File: src/source/dcache_pkg.sv
`default_nettype none

package dcache_pkg;

    // geometry
    localparam int ways           = 2;
    localparam int sets           = 16;
    localparam int words_per_line = 4;

    localparam logic [7:0] burst_len_line   = 8'd3; // four beats
    localparam logic [7:0] burst_len_single = 8'd0;

    typedef logic [31:0]  addr_t;
    typedef logic [31:0]  word_t;
    typedef logic [3:0]   strb_t;
    typedef logic [23:0]  tag_t;    // addr[31:8]
    typedef logic [3:0]   index_t;  // addr[7:4]
    typedef logic [1:0]   offset_t; // addr[3:2]
    typedef logic [127:0] line_t;

    // load/store access codes
    typedef enum logic [2:0] {
        op_ldw  = 3'd0,
        op_stw  = 3'd1,
        op_ldb  = 3'd2,
        op_ldh  = 3'd3,
        op_ldbu = 3'd4,
        op_ldhu = 3'd5,
        op_stb  = 3'd6,
        op_sth  = 3'd7
    } mem_op_t;

    typedef struct packed {
        addr_t   addr;
        word_t   wdata;
        mem_op_t op;
        logic    is_write;
        logic    uncache;
    } cpu_req_t;

    typedef struct packed {
        strb_t strb;
        word_t data;
    } store_t;

endpackage

`default_nettype wire
File: src/source/store_decode.sv
`default_nettype none

module store_decode
    import dcache_pkg::*;
(
    input  cpu_req_t req,
    output store_t   store
);

    always_comb begin
        store.strb = 4'b1111;
        store.data = req.wdata;
        case (req.op)
            op_stb: begin
                store.strb = strb_t'(4'b0001 << req.addr[1:0]);
                store.data = word_t'(req.wdata[7:0]) << {req.addr[1:0], 3'b000};
            end
            op_sth: begin
                case (req.addr[1:0])
                    2'b00: begin
                        store.strb = 4'b0011;
                        store.data = {16'h0, req.wdata[15:0]};
                    end
                    2'b10: begin
                        store.strb = 4'b1100;
                        store.data = {req.wdata[15:0], 16'h0};
                    end
                    default: begin
                        // misaligned, full word goes out as is
                        store.strb = 4'b1111;
                        store.data = req.wdata;
                    end
                endcase
            end
            default: begin
                store.strb = 4'b1111;
                store.data = req.wdata;
            end
        endcase
    end

endmodule

`default_nettype wire

File: config.mk
export PLATFORM = sky130hd
export DESIGN_NAME = store_decode
export DESIGN_NICKNAME = d
export VERILOG_FILES = /design/src/source/dcache_pkg.sv /design/src/source/store_decode.sv
export SDC_FILE = /design/constraint.sdc
export NUM_CORES = 1
export LEC_CHECK = 0
export BUFFER_PORTS_ARGS = -buffer_cell sky130_fd_sc_hd__buf_2
export CAP_MARGIN = 5
export CORE_ASPECT_RATIO = 0.75
export CORE_MARGIN = 2
export CORE_UTILIZATION = 26
export DETAILED_ROUTE_END_ITERATION = 10
export PLACE_DENSITY = 0.95
export SLEW_MARGIN = 10
export SYNTH_ARGS = -nofsm -noshare
export SYNTH_HDL_FRONTEND = slang
export SYNTH_SLANG_ARGS = --single-unit
File: constraint.sdc
create_clock -name vclk -period 2.46
set_input_delay 0.246 -clock vclk [all_inputs]
set_output_delay 0.246 -clock vclk [all_outputs]
set_load 0.03 [all_outputs]
======== Yosys cells after proc, flatten, opt, wreduce, memory -nomap -nowiden ========
Index checks and enable logic that the tools add are counted.
operators by class
  equality and inequality tests ........... 3
  shift operators ......................... 2
  mux-type cells .......................... 2
  reductions and logical operators ........ 1
operator list
  kind                   number
  $pmux W36 S2           2
  $shl A8 B5 Y32         1
  $eq A3 B3 Y1 const B   2
  $shl A1 B2 Y4 const A  1
  $eq A2 B2 Y1 const B   1
  $logic_not A2 Y1       1
word-level totals
  register bits after elaboration ......... 0
  input port bits ......................... 69
  output and inout bits ................... 36

======== Logic depth before layout (Yosys ltp) ========
  word-level depth ........................ 3
  mapped depth ............................ 5
  gate-level depth less buffers ........... 3

======== Least setup slack after synthesis ========
Ideal clock, no wire load.
  path kind ............................... input port to output port
  start point ............................. in req[4] (netlist name)
  end point ............................... out store[29] (netlist name)
  arrival time ............................ 1.213 ns
  data required time ...................... 2.214 ns
  path slack .............................. 1.001 ns
  stages on the path ...................... 5
  cells stage by stage .................... nand2_2 a21o_1 buf_6 buf_6 a221o_1
RTL lines
  what             line               text
  start, declared  store_decode.sv:6  input cpu_req_t req,
  end, declared    store_decode.sv:7  output store_t store

==> impl_metrics.env <==
export IMPL_outcome="completed"
export IMPL_syn_nets=130
export IMPL_drc_errors=0
export IMPL_worstPathCellList="buf_2 > nand2b_1 > nor3_2 > a22o_1 > buf_2"
export IMPL_nFlopsAndLatches=0
export IMPL_grt_pass1_wl_um=2615
export IMPL_grt_max_degree=18
export IMPL_synth_compound_area_share=0.5526
export IMPL_yosys_area_top_type="a22o_1"
export IMPL_antenna_found_initial=0
export IMPL_switching_share=0.6438
export IMPL_syn_avg_cell_area_um2=7.610
export IMPL_diodes=0
export IMPL_hp_class="input port to output pin"
export IMPL_grt_setup_unrepaired="false"
export IMPL_start_kind="input port"
export IMPL_ys_warn_count=0
export IMPL_p_per_area_mw_per_mm2=274.4
export IMPL_clock_power_share=0
export IMPL_p_total_uw=226.6
export IMPL_crit_slowest_cell="nor3_2"
export IMPL_critPathKind="input port to output pin"
export IMPL_clock_buffers=0
export IMPL_ios=105
export IMPL_cpMostUsedCell="buf_2"
export IMPL_sequentialPowerShare=0
export IMPL_dpl_hpwl_um=1648
export IMPL_synth_mux_area_frac=0
export IMPL_setup_ws_ns=0.7035
export IMPL_synth_simple_area_share=0.3720
export IMPL_drive_above_1_share=0.6000
export IMPL_cts_resized=0
export IMPL_cp_arrival_ns=1.51
export IMPL_synth_top_area_frac=0.3019
export IMPL_vdd_drop_max_mv=0.09819
export IMPL_timing_final_crit_share=0.7140
export IMPL_ant_nets=0
export IMPL_grt_usage=0.1627
export IMPL_die_area_mm2=0.002143
export IMPL_drt_vias_per_instance=5.362
export IMPL_cp_end_kind="output pin"
export IMPL_synth_top_family_by_area="compound AO/OA/AOI/OAI gates"
export IMPL_holdCritStartpoint="req[28]"
export IMPL_dpl_cell_area_um2=825.8
export IMPL_start_util=0.2718
export IMPL_drt_wl_total_um=2137
export IMPL_synth_distinct_cells=19
export IMPL_wl_met3_um=184
export IMPL_ys_seq_area_frac=0
export IMPL_slew_viol_final=0
export IMPL_drt_iter0_markers=19
export IMPL_finalSetupViolCount=0
export IMPL_cts_hold_buffers=0
export IMPL_synth_xor_area_frac=0
export IMPL_core_area_mm2=0.001708
export IMPL_gp_congestion=0.7785
export IMPL_tns_ns=0
export IMPL_final_cell_area_um2=825.8
export IMPL_routed_wl_met2_um=1089
export IMPL_min_period_ns=1.757
export IMPL_p_comb_frac=1.000
export IMPL_die_y_um=40.60
export IMPL_dr_pass1_iters=4
export IMPL_numPortBuffers=73
export IMPL_syn_cell_area_um2=464.2
export IMPL_grt_overflow=0
export IMPL_maxCapViolCount=0
export IMPL_critPathMaxFanout=9
export IMPL_synthToLayoutAreaGrowth_pct=77.90
export IMPL_p_sw_uw=145.9
export IMPL_dpl_cell_count=152
export IMPL_timing_fmax_mhz=569.3
export IMPL_power_leakage_nw=0.4970
export IMPL_cp_startpoint="req[2]"
export IMPL_netlist_instances=61
export IMPL_wl_per_cell_um=14.06
export IMPL_final_nets=201
export IMPL_cts_setup_buffers=0
export IMPL_die_w_um=52.79
export IMPL_slowest_delay_ns=0.50
export IMPL_seqCellArea_um2=0
export IMPL_met1_length_um=863
export IMPL_synthTopCellsByArea="a22o_1, a221o_1, and3_1, nor2b_1, buf_6"
export IMPL_whs_endpoint="store[23]"
export IMPL_pre_cts_slack_ns=0.7033
export IMPL_vias=815
export IMPL_p_int_uw=80.71
export IMPL_row_count=13
export IMPL_tightest_slew_ns=0.6304
export IMPL_hold_viol=0
export IMPL_grt_pass1_vias=568
export IMPL_routed_top_layer="met3"
export IMPL_synth_adder_area_share=0
export IMPL_holdPathStages=3
export IMPL_required_ns=2.21
export IMPL_fin_cells=152
export IMPL_max_slew_margin_rel=0.5775
cell usage in the layout, fill, tap and decap left out, drive strengths merged:
master and count:
inv 1, or2 1, a22o 16, nand2b 3
a221o 8, and4b 1, nor2b 8, nand2 2
nor2 2, and3 8, a21oi 2, buf 73
o21bai 1, a21o 2, nor3 2
cells by family (layout without fill, tap and decap cells):
kind of cell / after synthesis / in the layout
compound gates: 29 / 29
buf+inv: 5 / 74
simple gates: 27 / 27
how the worst max path moves through the flow:
stage | to | slack, ns | cells after the start
after detailed placement | store[10] | 0.70 | 5
final | store[10] | 0.70 | 5
after floorplan | store[29] | 1.00 | 5
after global routing | store[22] | 0.58 | 5
after CTS | store[10] | 0.70 | 5
after global placement | store[17] | 0.74 | 5
power by group through the flow:
stage,clock network (mW),registers (mW),logic [mW]
floorplan,0,0,0.148
global placement,0,0,0.222
detailed placement,0,0,0.226
CTS,0,0,0.226
global route,0,0,0.241
finish,0,0,0.227
routing by layer:
metal,global-route usage,vias up
met2,0.3156,41
met4,0.01282,0
met5,0,-
met1,0.2137,382
met3,0,0
li1,-,392
worst max-delay path: cells and delay by family:
| family | cells | cell delay (ns) |
|---|---|---|
| and+or+nand+nor | 2 | 0.68 |
| buffers and inverters | 2 | 0.32 |
| AOI/OAI and AO/OA | 1 | 0.26 |
through the flow:
step	hold slack, ns	utilization
after floorplan	0.6987	-
after global placement	0.8613	0.4835
after detailed placement	0.8640	0.4835
after CTS	0.8646	0.4835
after global routing	0.8776	0.4835
final	0.8640	0.4835
synthesized netlist by cell type:
library cell,instances
nand2b_1,3
a221o_1,8
clkbuf_1,1
a22o_1,16
a21o_1,2
nor2b_1,8
a21oi_2,1
a21oi_1,1
nand2_2,1
nor3_2,2
and4b_1,1
and3_1,8
buf_6,2
nand2_1,1
o21bai_1,1
inv_1,1
or2_2,1
nor2_1,2
buf_2,1
layout make-up:
cell class	instances	area, um^2
timing repair buffer	73	365.4
fill	167	882.1
multi-input combinational	56	429.2
inverter	1	3.754
tap	22	27.53
Note: power is estimated with default switching activity, not from simulation.
