<file path="config.mk">
export PLATFORM = sky130hd
export DESIGN_NAME = load_format
export DESIGN_NICKNAME = d
export VERILOG_FILES = /design/src/source/dcache_pkg.sv /design/src/source/load_format.sv
export SDC_FILE = /design/constraint.sdc
export NUM_CORES = 1
export LEC_CHECK = 0
export ABC_AREA = 1
export BUFFER_PORTS_ARGS = -buffer_cell sky130_fd_sc_hd__buf_2
export CORE_UTILIZATION = 45
export DETAILED_ROUTE_END_ITERATION = 6
export PLACE_DENSITY = 0.81
export RECOVER_POWER = 50
export SETUP_SLACK_MARGIN = 0.15
export SYNTH_ARGS = -nofsm -noshare
export SYNTH_HDL_FRONTEND = slang
export SYNTH_SLANG_ARGS = --single-unit
export TNS_END_PERCENT = 30
</file>
<file path="constraint.sdc">
create_clock -name vclk -period 1
set_input_delay 0.1 -clock vclk [all_inputs]
set_output_delay 0.1 -clock vclk [all_outputs]
set_load 0.01 [all_outputs]
</file>
<file path="src/source/dcache_pkg.sv">
`default_nettype none

package dcache_pkg;

    // geometry
    localparam int ways           = 2;
    localparam int sets           = 16;
    localparam int words_per_line = 4;

    localparam logic [7:0] burst_len_line   = 8'd3; // four beats
    localparam logic [7:0] burst_len_single = 8'd0;

    typedef logic [31:0]  addr_t;
    typedef logic [31:0]  word_t;
    typedef logic [3:0]   strb_t;
    typedef logic [23:0]  tag_t;    // addr[31:8]
    typedef logic [3:0]   index_t;  // addr[7:4]
    typedef logic [1:0]   offset_t; // addr[3:2]
    typedef logic [127:0] line_t;

    // load/store access codes
    typedef enum logic [2:0] {
        op_ldw  = 3'd0,
        op_stw  = 3'd1,
        op_ldb  = 3'd2,
        op_ldh  = 3'd3,
        op_ldbu = 3'd4,
        op_ldhu = 3'd5,
        op_stb  = 3'd6,
        op_sth  = 3'd7
    } mem_op_t;

    typedef struct packed {
        addr_t   addr;
        word_t   wdata;
        mem_op_t op;
        logic    is_write;
        logic    uncache;
    } cpu_req_t;

    typedef struct packed {
        strb_t strb;
        word_t data;
    } store_t;

endpackage

`default_nettype wire
</file>
<file path="src/source/load_format.sv">
`default_nettype none

module load_format
    import dcache_pkg::*;
(
    input  mem_op_t    op,
    input  logic [1:0] byte_sel,
    input  word_t      word,
    output word_t      rdata
);

    logic [7:0]  byte_val;
    logic [15:0] half_val;

    assign byte_val = word[8*byte_sel +: 8];
    assign half_val = byte_sel[1] ? word[31:16] : word[15:0];

    always_comb begin
        rdata = word;
        case (op)
            op_ldb:  rdata = {{24{byte_val[7]}}, byte_val};
            op_ldbu: rdata = {24'h0, byte_val};
            op_ldh: begin
                if (!byte_sel[0]) rdata = {{16{half_val[15]}}, half_val};
            end
            op_ldhu: begin
                // odd half-word offsets fall through unchanged
                if (!byte_sel[0]) rdata = {16'h0, half_val};
            end
            default: rdata = word;
        endcase
    end

endmodule

`default_nettype wire

</file>
==> impl_metrics.py, run 1 <==
metrics = {
    "outcome": {
        "run_status": "stopped before the end",
        "lastStage": "5_1_grt",
        "stop_error": "[ERROR DPL-0038] Utilization greater than 100%, impossible to legalize",
    },
    "die": {
        "initial_core_util": 0.479,
        "die_w_um": 50.5,
        "rows": 17,
        "die_y_um": 50.5,
        "ios": 69,
    },
    "synth": {
        "syn_area_um2": 1060,
        "yosys-top-cells-area": "nand2_1 44%, nand3_1 16%, nand3_2 9.5%",
        "synth_cell_types": 17,
        "syn_area_per_cell_um2": 4.73,
        "yosys.area.top_type": "nand2_1",
        "synthCells": 224,
        "ys.warnings.count": 0,
        "synth-seq-area-share": 0,
        "synth_top_area_share": 0.436,
        "synth_fp_nets": 261,
    },
    "place": {
        "port_buffers": 69,
        "placedCellCount": 328,
        "place_area_um2": 1610,
        "gp_congestion": 0.874,
        "post-place-ws_ns": -0.325,
        "hpwl_um": 2900,
    },
    "timing": {
        "worst-ep-kind": "primary output",
        "grt-worst-endpoint": "rdata[19]",
    },
    "grt": {
        "grt_max_degree": 17,
    },
    "clock_tree": {
        "hold_buffers": 0,
    },
}
-- stage by stage --
stage | hold WS (ns) | util
after CTS | 0.497 | 0.918
after detailed placement | 0.517 | 0.726
after global placement | 0.519 | 0.726
after floorplan | 0.327 | -
-- repair_timing --
| action | CTS |
|---|---|
| endpoints found under the setup margin | 32 |
| gates resized for setup | 69 |
| setup buffers | 4 |
| pin swaps | 16 |
| gates cloned | 4 |
-- synth_stat cells --
cell type,count
a21oi_1,7
clkinv_1,1
o21ai_0,3
inv_4,1
inv_1,18
nand2_1,123
nor2_8,1
inv_2,4
nor2_4,1
nand3_1,33
nand2_2,3
nand4_4,1
nand3_2,10
o21ai_2,1
buf_4,6
nor2_1,8
buf_6,3
-- cell families after synthesis --
family | after synthesis | share of synthesized area
compound gates | 11 | 0.0555
buf+inv | 33 | 0.162
simple gates | 180 | 0.783
==> inputs of run 2 (changes only) <==
--- a/config.mk
+++ b/config.mk
@@ -7,11 +7,11 @@
 export LEC_CHECK = 0
 export ABC_AREA = 1
 export BUFFER_PORTS_ARGS = -buffer_cell sky130_fd_sc_hd__buf_2
-export CORE_UTILIZATION = 45
+export CORE_AREA = 2 2 63 65
 export DETAILED_ROUTE_END_ITERATION = 6
-export PLACE_DENSITY = 0.81
+export DIE_AREA = 0 0 65 67
+export PLACE_DENSITY_LB_ADDON = 0.15
 export RECOVER_POWER = 50
-export SETUP_SLACK_MARGIN = 0.15
 export SYNTH_ARGS = -nofsm -noshare
 export SYNTH_HDL_FRONTEND = slang
 export SYNTH_SLANG_ARGS = --single-unit
==> run 2 against run 1 <==
  * The flow now finishes, with violations (negative setup slack)
  * Synthesized cell count is the same
  * Synthesized area is the same
==> impl_metrics.py, run 2 <==
metrics = {
    "outcome": {
        "run_status": "finished with violations",
        "violations": "negative setup slack",
    },
    "grt": {
        "grt.met2_usage": 0.401,
        "grt_pass1_wl_um": 7220,
        "met3_usage": 0.0203,
        "antenna_found_initial": 0,
        "grt_usage": 0.207,
        "grt_pass1_vias": 1666,
        "busiest_layer": "met2",
        "grt_max_degree": 17,
        "overflow": 0,
        "met1_usage": 0.246,
    },
    "power": {
        "power_w": 0.00107,
        "seqPwrFrac": 0,
        "peakVddDrop_mv": 0.308,
        "clkPwrFrac": 0,
        "internal_power_w": 0.000508,
        "cellLeakagePower_nw": 1.26,
        "p_comb_frac": 1.000,
        "p_switching_w": 0.000558,
        "p_sw_frac": 0.524,
        "p_per_area_nw_per_um2": 536,
    },
    "layout": {
        "regArea_um2": 0,
        "n_antenna_cell": 0,
        "final_common_cell": "nand2_1",
        "fillers": 369,
        "drive_gt1_frac": 0.473,
        "final_cell_mix": "111 x nand2_1, 48 x buf_2, 26 x buf_6, 25 x nand3_1, 24 x buf_4",
        "n_sequential_cell": 0,
        "nClkBuffers": 0,
        "area_growth_syn_to_layout_pct": 87.7,
        "final_nets": 358,
    },
    "synth": {
        "yosysMostFrequentCell": "nand2_1",
        "synth-seq-area-share": 0,
        "synthCells": 224,
        "synth_top_area_share": 0.436,
        "syn_area_per_cell_um2": 4.73,
        "yosys.area.top_type": "nand2_1",
        "syn_area_um2": 1060,
        "yosys-top-cells-area": "nand2_1 44%, nand3_1 16%, nand3_2 9.5%",
        "synth_fp_nets": 261,
        "netlist_top_cells_count": "123 x nand2_1, 33 x nand3_1, 18 x inv_1",
        "synth_cell_types": 17,
        "ys.warnings.count": 0,
    },
    "setup_path": {
        "path_buf_inv": 4,
        "max_stage_delay_ns": 0.18,
        "crit_arrival_ns": 1.04,
        "crit_slowest_cell": "nor2_4",
        "crit_path_end_kind": "primary output",
        "crit_fanout": 6,
        "cp_common_cell": "nand2_1",
        "path_class": "in -> out",
        "critPathTopFamily": "buffers and inverters",
        "crit_path_cell_trace": "buf_8, buf_4, nor2_4, buf_4, nand2_1, nand2_1, nand2_1, nand3_1, buf_2",
        "crit_required_ns": 0.90,
        "start_kind": "input port",
    },
    "route": {
        "vias_per_cell": 4.75,
        "totalWireLength_um": 4600,
        "ant_nets": 0,
        "drt_iter0_markers": 88,
        "drc": 0,
        "vias": 1745,
        "wire_per_inst_um": 12.5,
        "drt_first_pass_iters": 4,
    },
    "run": {
        "drv_cap": 0,
    },
    "timing": {
        "fin_ws_ns": -0.139,
        "tightestPinTransition_ns": 0.278,
        "rsz0062_at_grt": "yes",
        "setup_viol": 32,
        "hold_viol": 0,
        "slew-limit-headroom": 0.814,
        "maxSlewViolCount": 0,
        "fmax_mhz": 878,
        "fin_crit_ns": 1.14,
        "finalSetupTns_ns": -3.48,
        "period_share": 1.14,
    },
    "die": {
        "initial_core_util": 0.294,
        "die-area_um2": 4360,
        "core_um2": 3610,
        "die_y_um": 67,
        "rows": 22,
        "ios": 69,
        "die_w_um": 65,
    },
    "place": {
        "port_buffers": 69,
        "gp_congestion": 0.793,
        "hpwl_um": 3160,
        "post-place-ws_ns": -0.327,
    },
    "hold_path": {
        "hold_class": "in -> out",
    },
}
==> run 2: cell counts after synthesis <==
No cell type changed its count.
==> run 2: final timing paths <==
kind                         from   endpoint  slack [ns]  depth (start not counted)
worst max-delay path  byte_sel[0]  rdata[10]       -0.14                          9
worst min-delay path     word[16]  rdata[16]        0.51                          4
==> run 2: area by class of cell <==
type / count / area [um^2] / area share
Inverter: 24 / 120 / 0.0605
Multi-Input combinational cell: 192 / 1020 / 0.511
Tap cell: 48 / 60.1 / 0.0302
Timing Repair Buffer: 103 / 791 / 0.398
==> run 2: metrics by stage <==
step	utilization	hold slack, ns	std cells	area [um^2]
floorplan	-	0.327	224	1060
global placement	0.435	0.522	355	1570
detailed placement	0.435	0.521	355	1570
CTS	0.512	0.507	362	1850
global route	0.551	0.531	367	1990
finish	0.551	0.505	367	1990
==> run 2: power by group through the flow <==
stage / logic (W) / clock network [W] / registers, W
finish: 0.00107 / 0 / 0
floorplan: 0.000469 / 0 / 0
global placement: 0.000820 / 0 / 0
detailed placement: 0.000822 / 0 / 0
CTS: 0.000991 / 0 / 0
global route: 0.00116 / 0 / 0
==> run 2: what timing repair did <==
action | 4_1_cts | 5_1_grt
cloned | 3 | 0
pin swaps | 14 | 13
gates resized for setup | 51 | 30
setup buffers | 4 | 5
setup endpoints to repair | 32 | 32
hold buffers | 0 | 0
==> run 2: logic make-up (layout without fill, tap and decap cells) <==
kind of cell	count (synthesis)	count (layout)	synth area share
buf+inv	33	127	0.162
compound gates	11	11	0.0555
simple gates	180	181	0.783
==> run 2: metal layers <==
metal  up-vias  routed length [um]
met5         -                   0
met4         0                  61
met3         6                 303
met2        83                2270
met1       763                1970
li1        893                   -
Power figures use the tool's default switching activity.
==> inputs of run 3 (changes only) <==
--- a/config.mk
+++ b/config.mk
@@ -7,9 +7,10 @@
 export LEC_CHECK = 0
 export ABC_AREA = 1
 export BUFFER_PORTS_ARGS = -buffer_cell sky130_fd_sc_hd__buf_2
-export CORE_AREA = 2 2 63 65
+export CAP_MARGIN = 20
+export CORE_AREA = 3 3 64 66
 export DETAILED_ROUTE_END_ITERATION = 6
-export DIE_AREA = 0 0 65 67
+export DIE_AREA = 0 0 67 69
 export PLACE_DENSITY_LB_ADDON = 0.15
 export RECOVER_POWER = 50
 export SYNTH_ARGS = -nofsm -noshare
==> run 3 against run 2 <==
  * The flow still finishes with violations (negative setup slack)
  * Combinational power is 5% higher
  * First-iteration DRC count is 1.1% lower
  * Routed wire length is 1.7% lower
  * Power is 4.7% higher
  * Sequential cell count stayed put
  * Via count is 3.4% lower
  * Sequential share of layout area stayed put
  * Setup slack better by 0.019 ns
  * Die area is 6.2% higher
  * Worst hold slack worse by 0.0016 ns
  * Critical path depth is 1 higher
  * Final area is 1.8% higher
==> impl_metrics.py, run 3 (synthesis results as in run 2) <==
metrics = {
    "route": {
        "vias": 1685,
        "drc": 0,
        "vias_per_cell": 4.72,
        "wire_per_inst_um": 12.7,
        "totalWireLength_um": 4530,
        "drt_first_pass_iters": 5,
        "ant_nets": 0,
        "drt_iter0_markers": 87,
    },
    "grt": {
        "grt.met2_usage": 0.334,
        "grt_pass1_wl_um": 7000,
        "grt_pass1_vias": 1584,
        "busiest_layer": "met2",
        "grt_usage": 0.181,
        "grt_max_degree": 19,
        "overflow": 0,
        "met1_usage": 0.224,
        "met3_usage": 0.0130,
        "antenna_found_initial": 0,
    },
    "timing": {
        "hold_viol": 0,
        "fmax_mhz": 893,
        "fin_crit_ns": 1.12,
        "tightestPinTransition_ns": 0.271,
        "period_share": 1.12,
        "rsz0062_at_grt": "yes",
        "slew-limit-headroom": 0.819,
        "setup_viol": 32,
        "maxSlewViolCount": 0,
        "fin_ws_ns": -0.119,
        "whs_ns": 0.504,
    },
    "layout": {
        "drive_gt1_frac": 0.482,
        "multi_input_area_um2": 1050,
        "n_sequential_cell": 0,
        "final_cell_mix": "115 x nand2_1, 39 x buf_2, 34 x buf_6, 27 x nand3_2, 16 x inv_1",
        "nClkBuffers": 0,
        "regArea_um2": 0,
        "final_common_cell": "nand2_1",
        "final_nets": 348,
        "area_growth_syn_to_layout_pct": 91.1,
        "fillers": 405,
        "fin_area_um2": 2020,
        "final_cells": 357,
        "n_antenna_cell": 0,
    },
    "die": {
        "ios": 69,
        "die_y_um": 69,
        "core_um2": 3630,
        "die_w_um": 67,
        "initial_core_util": 0.291,
        "rows": 22,
        "die-area_um2": 4620,
    },
    "setup_path": {
        "crit_path_cell_trace": "buf_8, buf_6, nand2_2, nand2_1, nand2_1, nand2_2, nand2_4, buf_6, nand3_2, buf_6",
        "path_class": "in -> out",
        "crit_start": "byte_sel[0]",
        "path_buf_inv": 4,
        "start_kind": "input port",
        "crit_arrival_ns": 1.02,
        "crit_fanout": 6,
        "cp_common_cell": "buf_6",
        "crit_path_end_kind": "primary output",
        "critPathTopFamily": "buffers and inverters",
        "max_stage_delay_ns": 0.15,
        "crit_slowest_cell": "buf_6",
        "crit_required_ns": 0.90,
    },
    "hold_path": {
        "hold_class": "in -> out",
        "min_from": "word[16]",
    },
    "clock_tree": {
        "hold_buffers": 0,
    },
    "power": {
        "peakVddDrop_mv": 0.280,
        "cellLeakagePower_nw": 1.27,
        "p_per_area_nw_per_um2": 551,
    },
    "place": {
        "hpwl_um": 3120,
        "place_area_um2": 1520,
        "port_buffers": 69,
        "placedCellCount": 346,
        "gp_congestion": 0.791,
    },
    "run": {
        "drv_cap": 0,
    },
    "outcome": {
        "violations": "negative setup slack",
        "run_status": "finished with violations",
    },
}
==> run 3: power by group <==
group | switching [W] | total (W) | internal, W
sequential | 0 | 0 | 0
combinational | 0.000565 | 0.00112 | 0.000551
clock | 0 | 0 | 0
total | 0.000565 | 0.00112 | 0.000551
==> run 3: layout make-up <==
cell class,count,share of cell area
inverter,24,0.0544
multi-input combinational,191,0.519
tap,48,0.0297
timing repair buffer,94,0.397
==> run 3: final timing paths <==
check,endpoint,slack (ns),cells past startpoint
setup / recovery,rdata[28],-0.12,10
hold / removal,rdata[16],0.50,4
==> run 3: stage by stage <==
step | setup TNS [ns] | power [W] | utilization | worst slack, ns
2_1_floorplan | 0 | 0.000469 | - | 0.0477
3_3_place_gp | -8.40 | 0.000804 | 0.417 | -0.308
3_5_place_dp | -8.60 | 0.000805 | 0.417 | -0.348
4_1_cts | -5.24 | 0.000988 | 0.513 | -0.178
5_1_grt | -4.97 | 0.00121 | 0.557 | -0.170
6_report | -3.31 | 0.00112 | 0.557 | -0.119
==> run 3: routing by layer <==
layer | wire length (um) | vias up
li1 | - | 872
met1 | 1950 | 758
met2 | 2310 | 53
met4 | 14 | 0
met3 | 258 | 2
met5 | 0 | -
==> run 3: worst min-delay path, delay by kind of cell <==
kind	cells	cell delay, ns
and+or+nand+nor	2	0.13
buffers and inverters	2	0.18
==> run 3: what timing repair did <==
action | 4_1_cts | 5_1_grt
pin swaps | 4 | 19
setup buffers | 9 | 4
gates resized for setup | 44 | 51
gates cloned | 2 | 0
setup endpoints to repair | 32 | 32
==> inputs of run 4 (changes only) <==
--- a/config.mk
+++ b/config.mk
@@ -8,9 +8,11 @@
 export ABC_AREA = 1
 export BUFFER_PORTS_ARGS = -buffer_cell sky130_fd_sc_hd__buf_2
 export CAP_MARGIN = 20
-export CORE_AREA = 3 3 64 66
+export CELL_PAD_IN_SITES_DETAIL_PLACEMENT = 1
+export CELL_PAD_IN_SITES_GLOBAL_PLACEMENT = 2
+export CORE_MARGIN = 3
+export CORE_UTILIZATION = 19
 export DETAILED_ROUTE_END_ITERATION = 6
-export DIE_AREA = 0 0 67 69
 export PLACE_DENSITY_LB_ADDON = 0.15
 export RECOVER_POWER = 50
 export SYNTH_ARGS = -nofsm -noshare
==> run 4 against run 3 <==
  * The flow still finishes with violations (negative setup slack)
  * Worst hold slack improved by 0.011 ns
  * Sequential cell count unchanged
  * Non-clock buffer count increased by 15
  * Via count increased by 2.5%
  * Combinational power increased by 9%
==> impl_metrics.py, run 4 (synthesis results as in run 2) <==
metrics = {
    "place": {
        "post-place-ws_ns": -0.368,
        "hpwl_um": 3880,
        "placedCellCount": 376,
        "port_buffers": 69,
        "gp_congestion": 0.760,
    },
    "route": {
        "vias": 1727,
        "ant_nets": 0,
        "vias_per_cell": 4.38,
        "drt_first_pass_iters": 4,
        "drt_iter0_markers": 37,
        "wire_per_inst_um": 14.0,
        "totalWireLength_um": 5510,
        "drc": 0,
    },
    "setup_path": {
        "crit_required_ns": 0.90,
        "crit_arrival_ns": 1.05,
        "path_buf_inv": 4,
        "max_stage_delay_ns": 0.17,
        "path_class": "in -> out",
        "crit_slowest_cell": "nor2_8",
        "crit_path_cell_trace": "buf_12, buf_12, nor2_8, buf_6, nand2_2, o21ai_1, nand2_1, nand3_4, buf_6",
        "crit_fanout": 5,
        "crit_path_end_kind": "primary output",
        "start_kind": "input port",
        "critPathTopFamily": "buffers and inverters",
    },
    "die": {
        "die_y_um": 80.6,
        "die_w_um": 80.6,
        "rows": 26,
        "ios": 69,
        "core_um2": 5240,
        "initial_core_util": 0.202,
        "die-area_um2": 6500,
    },
    "outcome": {
        "violations": "negative setup slack",
        "run_status": "finished with violations",
    },
    "grt": {
        "antenna_found_initial": 0,
        "grt_pass1_wl_um": 8180,
        "grt_usage": 0.156,
        "overflow": 0,
        "grt_pass1_vias": 1700,
        "grt_max_degree": 17,
    },
    "timing": {
        "slew-limit-headroom": 0.840,
        "period_share": 1.15,
        "fmax_mhz": 872,
        "hold_viol": 0,
        "setup_viol": 32,
        "fin_ws_ns": -0.147,
        "fin_crit_ns": 1.15,
        "tightestPinTransition_ns": 0.240,
        "maxSlewViolCount": 0,
        "rsz0062_at_grt": "yes",
        "whs_ns": 0.515,
    },
    "layout": {
        "fillers": 701,
        "final_cells": 394,
        "n_sequential_cell": 0,
        "n_antenna_cell": 0,
        "final_cell_mix": "99 x nand2_1, 44 x buf_2, 29 x buf_6, 25 x buf_4",
        "area_growth_syn_to_layout_pct": 113,
        "final_nets": 363,
        "nClkBuffers": 0,
        "multi_input_area_um2": 1120,
        "drive_gt1_frac": 0.556,
        "regArea_um2": 0,
        "final_common_cell": "nand2_1",
    },
    "hold_path": {
        "hold_class": "in -> out",
    },
    "power": {
        "p_per_area_nw_per_um2": 538,
        "cellLeakagePower_nw": 1.36,
        "peakVddDrop_mv": 0.188,
        "power_w": 0.00122,
    },
    "clock_tree": {
        "hold_buffers": 0,
    },
    "run": {
        "drv_cap": 0,
    },
}
run 4: layout make-up:
cell class | instances | area share
Multi-Input combinational cell | 191 | 0.498
Tap cell | 70 | 0.0388
Inverter | 24 | 0.0465
Timing Repair Buffer | 109 | 0.417
run 4: timing repair:
action,in CTS,in global routing
pin swaps,8,23
gates resized for setup,45,69
gates cloned,1,2
setup buffers,8,7
endpoints found under the setup margin,32,32
hold endpoints to repair,0,0
run 4: power breakdown:
| part | total, W | switching, W | internal, W |
|---|---|---|---|
| sequential | 0 | 0 | 0 |
| combinational | 0.00122 | 0.000612 | 0.000604 |
| clock | 0 | 0 | 0 |
| total | 0.00122 | 0.000612 | 0.000604 |
run 4: worst paths after layout:
path	from	to	slack, ns	cells past startpoint
hold / removal	word[9]	rdata[9]	0.52	4
setup / recovery	byte_sel[0]	rdata[11]	-0.15	9
run 4: metal layers:
metal  GRT usage  part of all wire
met1       0.193              0.43
met5           0                 0
met2       0.315              0.54
met4           0                 0
met3     0.00224             0.029
run 4: through the flow:
step / instance area [um^2] / util / setup TNS (ns)
6_report: 2260 / 0.431 / -3.70
5_1_grt: 2260 / 0.431 / -5.70
4_1_cts: 1910 / 0.364 / -4.16
3_5_place_dp: 1600 / 0.306 / -9.72
3_3_place_gp: 1600 / 0.306 / -9.37
2_1_floorplan: 1060 / - / 0
